[src/hw/cpuPkg.sv]
package cpuPkg;

	typedef logic [15:0] ctrlWord_t; // One bit per register transfer
	typedef logic [10:0] aluFn_t; // One-hot ALU function
	typedef logic [7:0] opcode_t;
	typedef logic [7:0] flags_t;

	// Register control bit positions, C1 unused
	localparam int cMbrRead   = 0;
	localparam int cMarFromPc = 2;
	localparam int cPcFromIr  = 3;
	localparam int cIrFromMbr = 4;
	localparam int cMemToMbr  = 5;
	localparam int cBrFromMbr = 6;
	localparam int cAccToAlu  = 7;
	localparam int cMarFromIr = 8;
	localparam int cAluToAcc  = 9;
	localparam int cMbrToAcc  = 10;
	localparam int cAccToMbr  = 11;
	localparam int cMbrToMem  = 12;
	localparam int cIrToCu    = 13;
	localparam int cBrToAlu   = 14;
	localparam int cPcInc     = 15;

	localparam int fnAdd    = 1;
	localparam int fnSub    = 2;
	localparam int fnMul    = 3;
	localparam int fnDiv    = 4;
	localparam int fnAnd    = 5;
	localparam int fnOr     = 6;
	localparam int fnNotMem = 7;
	localparam int fnShr    = 8;
	localparam int fnShl    = 9;
	localparam int fnNotAcc = 10;

	localparam opcode_t opStore     = 8'd1;
	localparam opcode_t opLoad      = 8'd2;
	localparam opcode_t opAdd       = 8'd3;
	localparam opcode_t opSub       = 8'd4;
	localparam opcode_t opJumpIfPos = 8'd5; // Taken when ACC >= 0
	localparam opcode_t opJump      = 8'd6;
	localparam opcode_t opHalt      = 8'd7;
	localparam opcode_t opMul       = 8'd8;
	localparam opcode_t opDiv       = 8'd9;
	localparam opcode_t opAnd       = 8'd10;
	localparam opcode_t opOr        = 8'd11;
	localparam opcode_t opNotMem    = 8'd12;
	localparam opcode_t opShr       = 8'd13;
	localparam opcode_t opShl       = 8'd14;
	localparam opcode_t opNotAcc    = 8'd15;

	localparam int flagSign = 7; // ACC sign bit

endpackage
[src/hw/cuPkg.sv]
package cuPkg;

	typedef logic [2:0] step_t; // Execute step, counts from 1

	typedef enum logic [2:0] {
		phF0,
		phF1,
		phF2,
		phReq,
		phAckLow,
		phExec,
		phHalt
	} phase_t;

	typedef enum logic [2:0] {
		clsStore,
		clsLoad,
		clsAluMem,
		clsAluUnary,
		clsJump,
		clsJumpIfPos,
		clsHalt,
		clsNop
	} instrClass_t;

	typedef struct packed {
		instrClass_t cls;
		step_t len; // Number of execute steps
		cpuPkg::aluFn_t fnCode;
	} decodedInstr_t;

	typedef struct packed {
		phase_t phase;
		step_t step;
	} seqState_t;

endpackage

[src/hw/controlUnit.sv]
`timescale 1ns/1ps

module controlUnit (
	input  logic              clk,
	input  logic              rst,
	input  cpuPkg::opcode_t   opcode,
	input  logic              opAck,
	input  cpuPkg::flags_t    flags,
	output cpuPkg::ctrlWord_t ctrl,
	output cpuPkg::aluFn_t    aluFn,
	output logic              opReq,
	output logic              halted
);

	cuPkg::seqState_t seqState;
	cuPkg::decodedInstr_t decoded;
	logic opLatch;

	cuSequencer cuSequencer_i (
		.clk      (clk),
		.rst      (rst),
		.opAck    (opAck),
		.decoded  (decoded),
		.seqState (seqState),
		.opLatch  (opLatch),
		.opReq    (opReq),
		.halted   (halted)
	);

	// Instruction register
	opDecoder opDecoder_i (
		.clk     (clk),
		.rst     (rst),
		.opcode  (opcode),
		.opLatch (opLatch),
		.decoded (decoded)
	);

	ctrlWordGen ctrlWordGen_i (
		.clk      (clk),
		.rst      (rst),
		.seqState (seqState),
		.decoded  (decoded),
		.flags    (flags),
		.ctrl     (ctrl),
		.aluFn    (aluFn)
	);

endmodule

[src/hw/ctrlWordGen.sv]
`timescale 1ns/1ps

module ctrlWordGen (
	input  logic                 clk,
	input  logic                 rst,
	input  cuPkg::seqState_t     seqState,
	input  cuPkg::decodedInstr_t decoded,
	input  cpuPkg::flags_t       flags,
	output cpuPkg::ctrlWord_t    ctrl,
	output cpuPkg::aluFn_t       aluFn
);

	cpuPkg::ctrlWord_t ctrlNext;
	cpuPkg::aluFn_t aluFnNext;
	logic lastStep;
	logic accOnly; // Shifts and NOT ACC

	assign lastStep = (seqState.step == decoded.len);
	assign accOnly = (decoded.cls == cuPkg::clsAluUnary) && (decoded.len == cuPkg::step_t'(1));

	always_comb
	begin
		ctrlNext = '0;
		aluFnNext = '0;
		case (seqState.phase)
			cuPkg::phF0:
				ctrlNext[cpuPkg::cMarFromPc] = 1'b1;
			cuPkg::phF1:
			begin
				ctrlNext[cpuPkg::cMbrRead] = 1'b1;
				ctrlNext[cpuPkg::cMemToMbr] = 1'b1;
				ctrlNext[cpuPkg::cPcInc] = 1'b1;
			end
			cuPkg::phF2:
				ctrlNext[cpuPkg::cIrFromMbr] = 1'b1;
			cuPkg::phReq:
				ctrlNext[cpuPkg::cIrToCu] = 1'b1; // Held while waiting on ack
			cuPkg::phExec:
			begin
				case (decoded.cls)
					cuPkg::clsStore:
						case (seqState.step)
							3'd1:    ctrlNext[cpuPkg::cMarFromIr] = 1'b1;
							3'd2:    ctrlNext[cpuPkg::cAccToMbr] = 1'b1;
							default: ctrlNext[cpuPkg::cMbrToMem] = 1'b1;
						endcase
					cuPkg::clsLoad:
						case (seqState.step)
							3'd1:    ctrlNext[cpuPkg::cMarFromIr] = 1'b1;
							3'd2:    ctrlNext[cpuPkg::cMemToMbr] = 1'b1;
							default: ctrlNext[cpuPkg::cMbrToAcc] = 1'b1;
						endcase
					cuPkg::clsAluMem, cuPkg::clsAluUnary:
					begin
						if (accOnly)
						begin
							ctrlNext[cpuPkg::cAccToAlu] = 1'b1;
							ctrlNext[cpuPkg::cAluToAcc] = 1'b1;
						end
						else
							case (seqState.step)
								3'd1: ctrlNext[cpuPkg::cMarFromIr] = 1'b1;
								3'd2: ctrlNext[cpuPkg::cMemToMbr] = 1'b1;
								3'd3: ctrlNext[cpuPkg::cBrFromMbr] = 1'b1;
								default:
								begin
									ctrlNext[cpuPkg::cBrToAlu] = 1'b1;
									ctrlNext[cpuPkg::cAluToAcc] = 1'b1;
									// NOT [X] uses the BR operand only
									ctrlNext[cpuPkg::cAccToAlu] = (decoded.cls == cuPkg::clsAluMem);
								end
							endcase
						if (lastStep)
							aluFnNext = decoded.fnCode;
					end
					cuPkg::clsJump:
						ctrlNext[cpuPkg::cPcFromIr] = 1'b1;
					cuPkg::clsJumpIfPos:
						ctrlNext[cpuPkg::cPcFromIr] = !flags[cpuPkg::flagSign]; // PC already advanced
					default:
						ctrlNext = '0;
				endcase
			end
			default:
				ctrlNext = '0; // Ack low and halt
		endcase
	end

	always_ff @(posedge clk or posedge rst)
	begin
		if (rst)
		begin
			ctrl <= '0;
			aluFn <= '0;
		end
		else
		begin
			ctrl <= ctrlNext;
			aluFn <= aluFnNext;
		end
	end

endmodule

[src/hw/opDecoder.sv]
`timescale 1ns/1ps

module opDecoder (
	input  logic                 clk,
	input  logic                 rst,
	input  cpuPkg::opcode_t      opcode,
	input  logic                 opLatch,
	output cuPkg::decodedInstr_t decoded
);

	cuPkg::decodedInstr_t decodedNext;

	function automatic cpuPkg::aluFn_t fnBit(input int idx);
		cpuPkg::aluFn_t fn;
		fn = '0;
		fn[idx] = 1'b1;
		return fn;
	endfunction

	// Class and execute length
	always_comb
	begin
		decodedNext.cls = cuPkg::clsNop;
		decodedNext.len = '0;
		case (opcode)
			cpuPkg::opStore:
			begin
				decodedNext.cls = cuPkg::clsStore;
				decodedNext.len = cuPkg::step_t'(3);
			end
			cpuPkg::opLoad:
			begin
				decodedNext.cls = cuPkg::clsLoad;
				decodedNext.len = cuPkg::step_t'(3);
			end
			cpuPkg::opAdd, cpuPkg::opSub, cpuPkg::opMul,
			cpuPkg::opDiv, cpuPkg::opAnd, cpuPkg::opOr:
			begin
				decodedNext.cls = cuPkg::clsAluMem;
				decodedNext.len = cuPkg::step_t'(4);
			end
			cpuPkg::opNotMem:
			begin
				decodedNext.cls = cuPkg::clsAluUnary;
				decodedNext.len = cuPkg::step_t'(4); // Needs the operand fetch
			end
			cpuPkg::opShr, cpuPkg::opShl, cpuPkg::opNotAcc:
			begin
				decodedNext.cls = cuPkg::clsAluUnary;
				decodedNext.len = cuPkg::step_t'(1);
			end
			cpuPkg::opJump:
			begin
				decodedNext.cls = cuPkg::clsJump;
				decodedNext.len = cuPkg::step_t'(1);
			end
			cpuPkg::opJumpIfPos:
			begin
				decodedNext.cls = cuPkg::clsJumpIfPos;
				decodedNext.len = cuPkg::step_t'(1);
			end
			cpuPkg::opHalt:
				decodedNext.cls = cuPkg::clsHalt;
			default:
				decodedNext.cls = cuPkg::clsNop; // Undefined code
		endcase

		case (opcode)
			cpuPkg::opAdd:    decodedNext.fnCode = fnBit(cpuPkg::fnAdd);
			cpuPkg::opSub:    decodedNext.fnCode = fnBit(cpuPkg::fnSub);
			cpuPkg::opMul:    decodedNext.fnCode = fnBit(cpuPkg::fnMul);
			cpuPkg::opDiv:    decodedNext.fnCode = fnBit(cpuPkg::fnDiv);
			cpuPkg::opAnd:    decodedNext.fnCode = fnBit(cpuPkg::fnAnd);
			cpuPkg::opOr:     decodedNext.fnCode = fnBit(cpuPkg::fnOr);
			cpuPkg::opNotMem: decodedNext.fnCode = fnBit(cpuPkg::fnNotMem);
			cpuPkg::opShr:    decodedNext.fnCode = fnBit(cpuPkg::fnShr);
			cpuPkg::opShl:    decodedNext.fnCode = fnBit(cpuPkg::fnShl);
			cpuPkg::opNotAcc: decodedNext.fnCode = fnBit(cpuPkg::fnNotAcc);
			default:          decodedNext.fnCode = '0;
		endcase
	end

	always_ff @(posedge clk or posedge rst)
	begin
		if (rst)
			decoded <= '{cls: cuPkg::clsNop, len: '0, fnCode: '0};
		else if (opLatch)
			decoded <= decodedNext;
	end

endmodule

[src/hw/cuSequencer.sv]
`timescale 1ns/1ps

module cuSequencer (
	input  logic                 clk,
	input  logic                 rst,
	input  logic                 opAck,
	input  cuPkg::decodedInstr_t decoded,
	output cuPkg::seqState_t     seqState,
	output logic                 opLatch,
	output logic                 opReq,
	output logic                 halted
);

	cuPkg::phase_t phase;
	cuPkg::phase_t phaseNext;
	cuPkg::step_t step;
	cuPkg::step_t stepNext;

	always_comb
	begin
		phaseNext = phase;
		stepNext = step;
		case (phase)
			cuPkg::phF0:
				phaseNext = cuPkg::phF1;
			cuPkg::phF1:
				phaseNext = cuPkg::phF2;
			cuPkg::phF2:
				phaseNext = cuPkg::phReq;
			cuPkg::phReq:
			begin
				if (opAck)
					phaseNext = cuPkg::phAckLow; // Opcode captured this cycle
			end
			cuPkg::phAckLow:
			begin
				if (!opAck)
				begin
					if (decoded.cls == cuPkg::clsHalt)
						phaseNext = cuPkg::phHalt;
					else if (decoded.len == '0)
						phaseNext = cuPkg::phF0; // Nothing to execute
					else
					begin
						phaseNext = cuPkg::phExec;
						stepNext = cuPkg::step_t'(1);
					end
				end
			end
			cuPkg::phExec:
			begin
				if (step == decoded.len)
				begin
					phaseNext = cuPkg::phF0;
					stepNext = '0;
				end
				else
					stepNext = step + 1'b1;
			end
			cuPkg::phHalt:
				phaseNext = cuPkg::phHalt; // Only reset leaves
			default:
			begin
				phaseNext = cuPkg::phF0;
				stepNext = '0;
			end
		endcase
	end

	always_ff @(posedge clk or posedge rst)
	begin
		if (rst)
		begin
			phase <= cuPkg::phF0;
			step <= '0;
		end
		else
		begin
			phase <= phaseNext;
			step <= stepNext;
		end
	end

	assign seqState = '{phase: phase, step: step};
	assign opReq = (phase == cuPkg::phReq);
	assign opLatch = (phase == cuPkg::phReq) && opAck; // First cycle ack is seen
	assign halted = (phase == cuPkg::phHalt);

endmodule

[config.mk]
export PLATFORM = sky130hd
export DESIGN_NAME = controlUnit
export DESIGN_NICKNAME = d
export VERILOG_FILES = /design/src/hw/cpuPkg.sv /design/src/hw/cuPkg.sv /design/src/hw/controlUnit.sv /design/src/hw/ctrlWordGen.sv /design/src/hw/opDecoder.sv /design/src/hw/cuSequencer.sv
export SDC_FILE = /design/constraint.sdc
export NUM_CORES = 1
export LEC_CHECK = 0
export BUFFER_PORTS_ARGS = -buffer_cell sky130_fd_sc_hd__buf_2
export CORE_MARGIN = 3
export CORE_UTILIZATION = 50
export DETAILED_ROUTE_END_ITERATION = 8
export PLACE_DENSITY = 0.79
export SKIP_CTS_REPAIR_TIMING = 1
export SYNTH_ARGS = -nofsm -noshare
export SYNTH_HDL_FRONTEND = slang
export SYNTH_SLANG_ARGS = --single-unit
[constraint.sdc]
create_clock -name clk -period 1.7 [get_ports clk]
set_input_delay 0.34 -clock clk [delete_from_list [all_inputs] [get_ports clk]]
set_output_delay 0.34 -clock clk [all_outputs]
set_load 0.01 [all_outputs]
==> results of run 1 <==
-- flip-flops by register name, summed over array words and instances, names as in the netlist --
register             count
ctrlWordGen_i.ctrl      14
ctrlWordGen_i.aluFn     10
cuSequencer_i.phase      3
cuSequencer_i.step       3
opDecoder_i.decoded     16
-- cell type report --
| class | count | area, um^2 |
|---|---|---|
| clock inverters | 3 | 45.04 |
| clock buffers | 5 | 68.82 |
| fillers | 324 | 1577 |
| inverters | 16 | 60.06 |
| well taps | 50 | 62.56 |
| repair buffers | 44 | 247.7 |
| flip-flops and latches | 46 | 1157 |
| multi-input cells | 117 | 839.6 |
-- layer usage --
layer  track usage [%]  up-vias
li1                  -      755
met1             21.05      762
met2             27.04       37
met3             3.086        9
met4             7.724        0
met5                 0        -
-- critical path: stages, from the launching register on --
cell and delay [ns]:
dfrtp_2 0.49, inv_1 0.16, and3_1 0.19, buf_2 0.13
-- report_power, final --
| part | switching [W] | internal (W) | leakage [nW] |
|---|---|---|---|
| Clock | 0.000371 | 0.000437 | 0.0504 |
| Sequential | 0.000214 | 0.00126 | 0.615 |
| Combinational | 0.000505 | 0.000350 | 0.504 |
-- cell usage after synthesis, types with 3 or more instances --
library cell  number
dfrtp_1           43
inv_1             16
nor2_1            11
nor3_2            10
nand2_1            8
o22ai_1            8
o21ai_0            7
buf_2              5
buf_4              5
nand2b_1           5
a31oi_1            4
ha_1               4
o221ai_1           4
a21oi_1            3
dfstp_2            3
nor3b_1            3
xor2_1             3
-- cell families after synthesis --
family,count (synthesis)
AO/OA/AOI/OAI,41
XOR/XNOR,3
adder cells (fa/ha/maj),4
buffers and inverters,30
flip-flops,46
other,1
AND/OR/NAND/NOR,67
-- worst paths after layout --
check | from | endpoint | slack, ns | cells after the start
min in group clk | flags[7] | ctrlWordGen_i.ctrl[3] | 0.36 | 3
worst min register to register | opDecoder_i.decoded[6] | ctrlWordGen_i.aluFn[6] | 0.52 | 2
worst min-delay path | rst | ctrlWordGen_i.aluFn[3] | 0.06 | 3
worst max register to register | cuSequencer_i.step[0] | ctrlWordGen_i.aluFn[1] | 0.12 | 3
worst max-delay path | cuSequencer_i.phase[2] | opReq | 0.09 | 3
max in group asynchronous | rst | opDecoder_i.decoded[14] | 1.37 | 3
-- stage by stage --
step           setup WS, ns  cells  hold WS (ns)  area (um^2)
2_1_floorplan        0.2772    193        0.4731         2138
3_3_place_gp         0.1996    273        0.3873         2362
3_5_place_dp         0.1321    273        0.3920         2362
4_1_cts            -0.01129    281       0.06556         2476
5_1_grt             0.03938    281       0.07965         2481
6_report            0.09237    281       0.05749         2481
==> reports/metrics.yaml, run 1 <==
grt:
  grt_pass1_wl_mm: 6.727
  grt_max_degree: 47
  grt_usage_pct: 16.46
  grt_remaining_overflow: 0
  antenna_found_initial: 0
  grt_pass1_vias: 1461
synth:
  synth_cells: 192
  yosys_register_bits: 46
  synth_flop_cell: "dfrtp_1"
  synth-seq-area-share_pct: 54.10
  syn_area_per_cell_um2: 11.12
  synth_top_family_by_area: "simple AND/OR/NAND/NOR gates"
  synthArstFlopShare_pct: 100.0
  synth_area_leaders: "dfrtp_1 (50%), nor3_2 (4.7%), dfstp_2 (3.7%)"
  synthSimpleGateAreaFrac_pct: 21.81
  ys_types: 50
  synth_compound_area_share_pct: 13.48
  synth_top_area_share_pct: 50.41
  syn_area_um2: 2135
  yosysWarnings: 0
  synth_edf_count: 0
  yosys-mux-area-fraction_pct: 0
  synthXorXnorAreaFrac_pct: 1.231
  yosys.area.top_type: "dfrtp_1"
  synthAdderAreaFrac_pct: 2.345
final_layout:
  final_util_pct: 61.15
  layout-drive-gt1-share_pct: 32.03
  final_cell_mix: "dfrtp_1 (41), buf_2 (38), inv_1 (15), nor2_1 (11), nor3_2 (10)"
  fin_nets: 253
  n_antenna_cell: 0
  area_growth_pct: 16.24
  layout_commonest_cell: "dfrtp_1"
worst_hold_path:
  min_path_type: "in2async"
pwr:
  p_leak_nw: 1.169
  powerDensity_nw_per_um2: 1265
  ir_worst_vdd_mv: 0.5002
  fin_total_pwr_w: 0.003140
clock_tree:
  tritoncts: "done"
  clock_latency_ns: 0.30
  clockBufferDepth: 2
  cts-root-buf: "clkbuf_8"
  ctsHtreeMaxLevel: 2
  cts_buffers: 5
  cts_num_sinks: 46
  clk_pin_slew_ns: 0.09
routing:
  wl_met2_mm: 1.975
  vias: 1563
  wl_mm: 3.995
  viasPerCell: 5.562
  wl_met3_um: 143
  drt_first_iter_violations: 70
  drc_errors: 0
  dr.pass1.iters: 4
  top_layer: "met4"
  wl_met1_mm: 1.791
  wl_per_cell_um: 14.22
  antenna_left: 0
setup_path:
  worstPathArrival_ns: 1.27
  setup.worst_path.class: "reg2out"
  crit_fanout: 12
  worstPathRequired_ns: 1.36
  startpoint_type: "flip-flop"
  end_kind: "primary output"
floorplanning:
  core_um2: 4058
  start_util_pct: 52.61
  fp.dieArea_um2: 5089
  rows: 23
  io_pins: 48
  dieHeight_um: 71.34
  die_w_um: 71.34
place:
  routabilityCongestion: 0.7895
  post-dp-hpwl_mm: 2.725
  portBuffers: 38
timing:
  finalCritPeriodShare_pct: 94.57
  rsz0062_at_grt: "false"
  period_needed_ns: 1.608
  finalHoldViolCount: 0
  finalSetupViolCount: 0
  clock.fmax_ghz: 0.6220
  finClkSkew_ns: 0.006054
  tns_ns: 0
  finalMaxSlewViolations: 0
job:
  cap_violations: 0
status:
  status: "finished, final reports clean"
(Power assumes the default switching activity.)
==> inputs of run 2 (changes only) <==
CELL_PAD_IN_SITES_DETAIL_PLACEMENT = 1   (was default)
CELL_PAD_IN_SITES_GLOBAL_PLACEMENT = 1   (was default)
CORE_UTILIZATION = 41   (was 50)
PLACE_DENSITY = 0.82   (was 0.79)
==> run 2 against run 1 <==
Effect of this change: core utilization down 9.9 points; critical path depth did not move; largest cell class unchanged; worst hold slack better by 0.038 ns; clock power decreased by 16%.
==> reports/metrics.yaml, run 2 (synthesis gave the netlist of run 1 again) <==
clock_tree:
  cts_buffers: 5
  ctsHtreeMaxLevel: 2
  tritoncts: "done"
  clk_pin_slew_ns: 0.09
  clock_latency_ns: 0.29
  cts-root-buf: "clkbuf_8"
  cts_num_sinks: 46
  clockBufferDepth: 2
timing:
  finalMaxSlewViolations: 0
  clock.fmax_ghz: 0.6162
  setup_ws_ns: 0.07716
  whs_ns: 0.09513
  period_needed_ns: 1.623
  finalHoldViolCount: 0
  finClkSkew_ns: 0.006472
  relSlewSlack_pct: 65.32
  finalCritPeriodShare_pct: 95.46
  worst_pin_slew_ns: 0.5203
  finalSetupViolCount: 0
routing:
  drc_errors: 0
  antenna_left: 0
  viasPerCell: 5.355
  wl_per_cell_um: 16.27
  wl_mm: 4.864
  vias: 1601
  dr.pass1.iters: 4
  drt_first_iter_violations: 62
pwr:
  fin_total_pwr_w: 0.003087
  ir_worst_vdd_mv: 0.4561
  powerDensity_nw_per_um2: 1235
  p_leak_nw: 1.173
setup_path:
  crit_fanout: 10
  end_kind: "flip-flop"
  worstPathArrival_ns: 1.83
  worstPathRequired_ns: 1.90
  setup.worst_path.class: "reg2reg"
  startpoint_type: "flip-flop"
place:
  place_area_um2: 2404
  post-dp-hpwl_mm: 3.481
  dp_slack_ns: 0.09750
  portBuffers: 38
  routabilityCongestion: 0.7947
grt:
  grt_max_degree: 47
  grt_remaining_overflow: 0
  antenna_found_initial: 0
  grt_pass1_wl_mm: 8.680
  grt_pass1_vias: 1738
  grt_usage_pct: 17.76
final_layout:
  final_cell_mix: "dfrtp_1 (41), buf_2 (38), inv_1 (15), nor2_1 (11), nor3_2 (10)"
  largest_register_ffs: 16
  top_register: "opDecoder_i.decoded"
  n_antenna_cell: 0
  fin_nets: 254
  filler_cell_count: 557
  area_growth_pct: 17.12
  reg.largest.list: "opDecoder_i.decoded x16, ctrlWordGen_i.ctrl x14, ctrlWordGen_i.aluFn x10"
  layout_commonest_cell: "dfrtp_1"
  fin_area_um2: 2500
  layout-drive-gt1-share_pct: 31.90
floorplanning:
  io_pins: 48
  fp.dieArea_um2: 6108
  rows: 25
  start_util_pct: 43.74
  dieHeight_um: 78.16
  core_um2: 4880
  die_w_um: 78.16
job:
  cap_violations: 0
status:
  status: "finished, final reports clean"
worst_hold_path:
  min_path_type: "in2async"
## run 2: path summary, 6_finish.rpt
kind	start	endpoint	slack [ns]	cells past startpoint
min in group clk	opAck	cuSequencer_i.phase[0]	0.35	2
setup / recovery	cuSequencer_i.step[0]	ctrlWordGen_i.aluFn[6]	0.08	3
hold reg to reg	opDecoder_i.decoded[4]	ctrlWordGen_i.aluFn[4]	0.53	2
max in group asynchronous	rst	opDecoder_i.decoded[16]	1.34	3
hold / removal	rst	opDecoder_i.decoded[12]	0.1	3
setup reg to reg	cuSequencer_i.step[0]	ctrlWordGen_i.aluFn[6]	0.08	3
## run 2: critical path, stage by stage, from the launching register on
cell and delay (ns):
dfrtp_1 0.47, xor2_1 0.21, or3_1 0.59, nor3_2 0.26
## run 2: cell type report
cell class / count / area [um^2] / share of cell area [%]
flip-flops and latches: 46 / 1157 / 46.30
multi-input cells: 117 / 839.6 / 33.58
repair buffers: 45 / 267.8 / 10.71
clock buffers: 7 / 86.33 / 3.453
well taps: 67 / 83.83 / 3.353
inverters: 16 / 60.06 / 2.402
clock inverters: 1 / 5.005 / 0.2002
## run 2: where the power goes
| group | switching, W | leakage [nW] | internal [W] |
|---|---|---|---|
| Sequential | 0.000195 | 0.615 | 0.00126 |
| Combinational | 0.000567 | 0.510 | 0.000385 |
| Clock | 0.000350 | 0.0482 | 0.000328 |
| Total | 0.00111 | 1.17 | 0.00198 |
## run 2: routing by layer
layer,global-route usage [%],up-vias,share of wire [%]
met5,0,-,0
met3,3.440,4,3.2
li1,-,757,-
met4,4.895,0,0.80
met2,30.65,29,52
met1,22.75,811,43
## run 2: metrics by stage
stage               util [%]  cells  setup TNS, ns
detailed placement     49.26    291              0
global placement       49.26    291              0
floorplan                  -    193              0
global route           51.23    299      -0.008178
finish                 51.23    299              0
CTS                    51.13    299       -0.06692
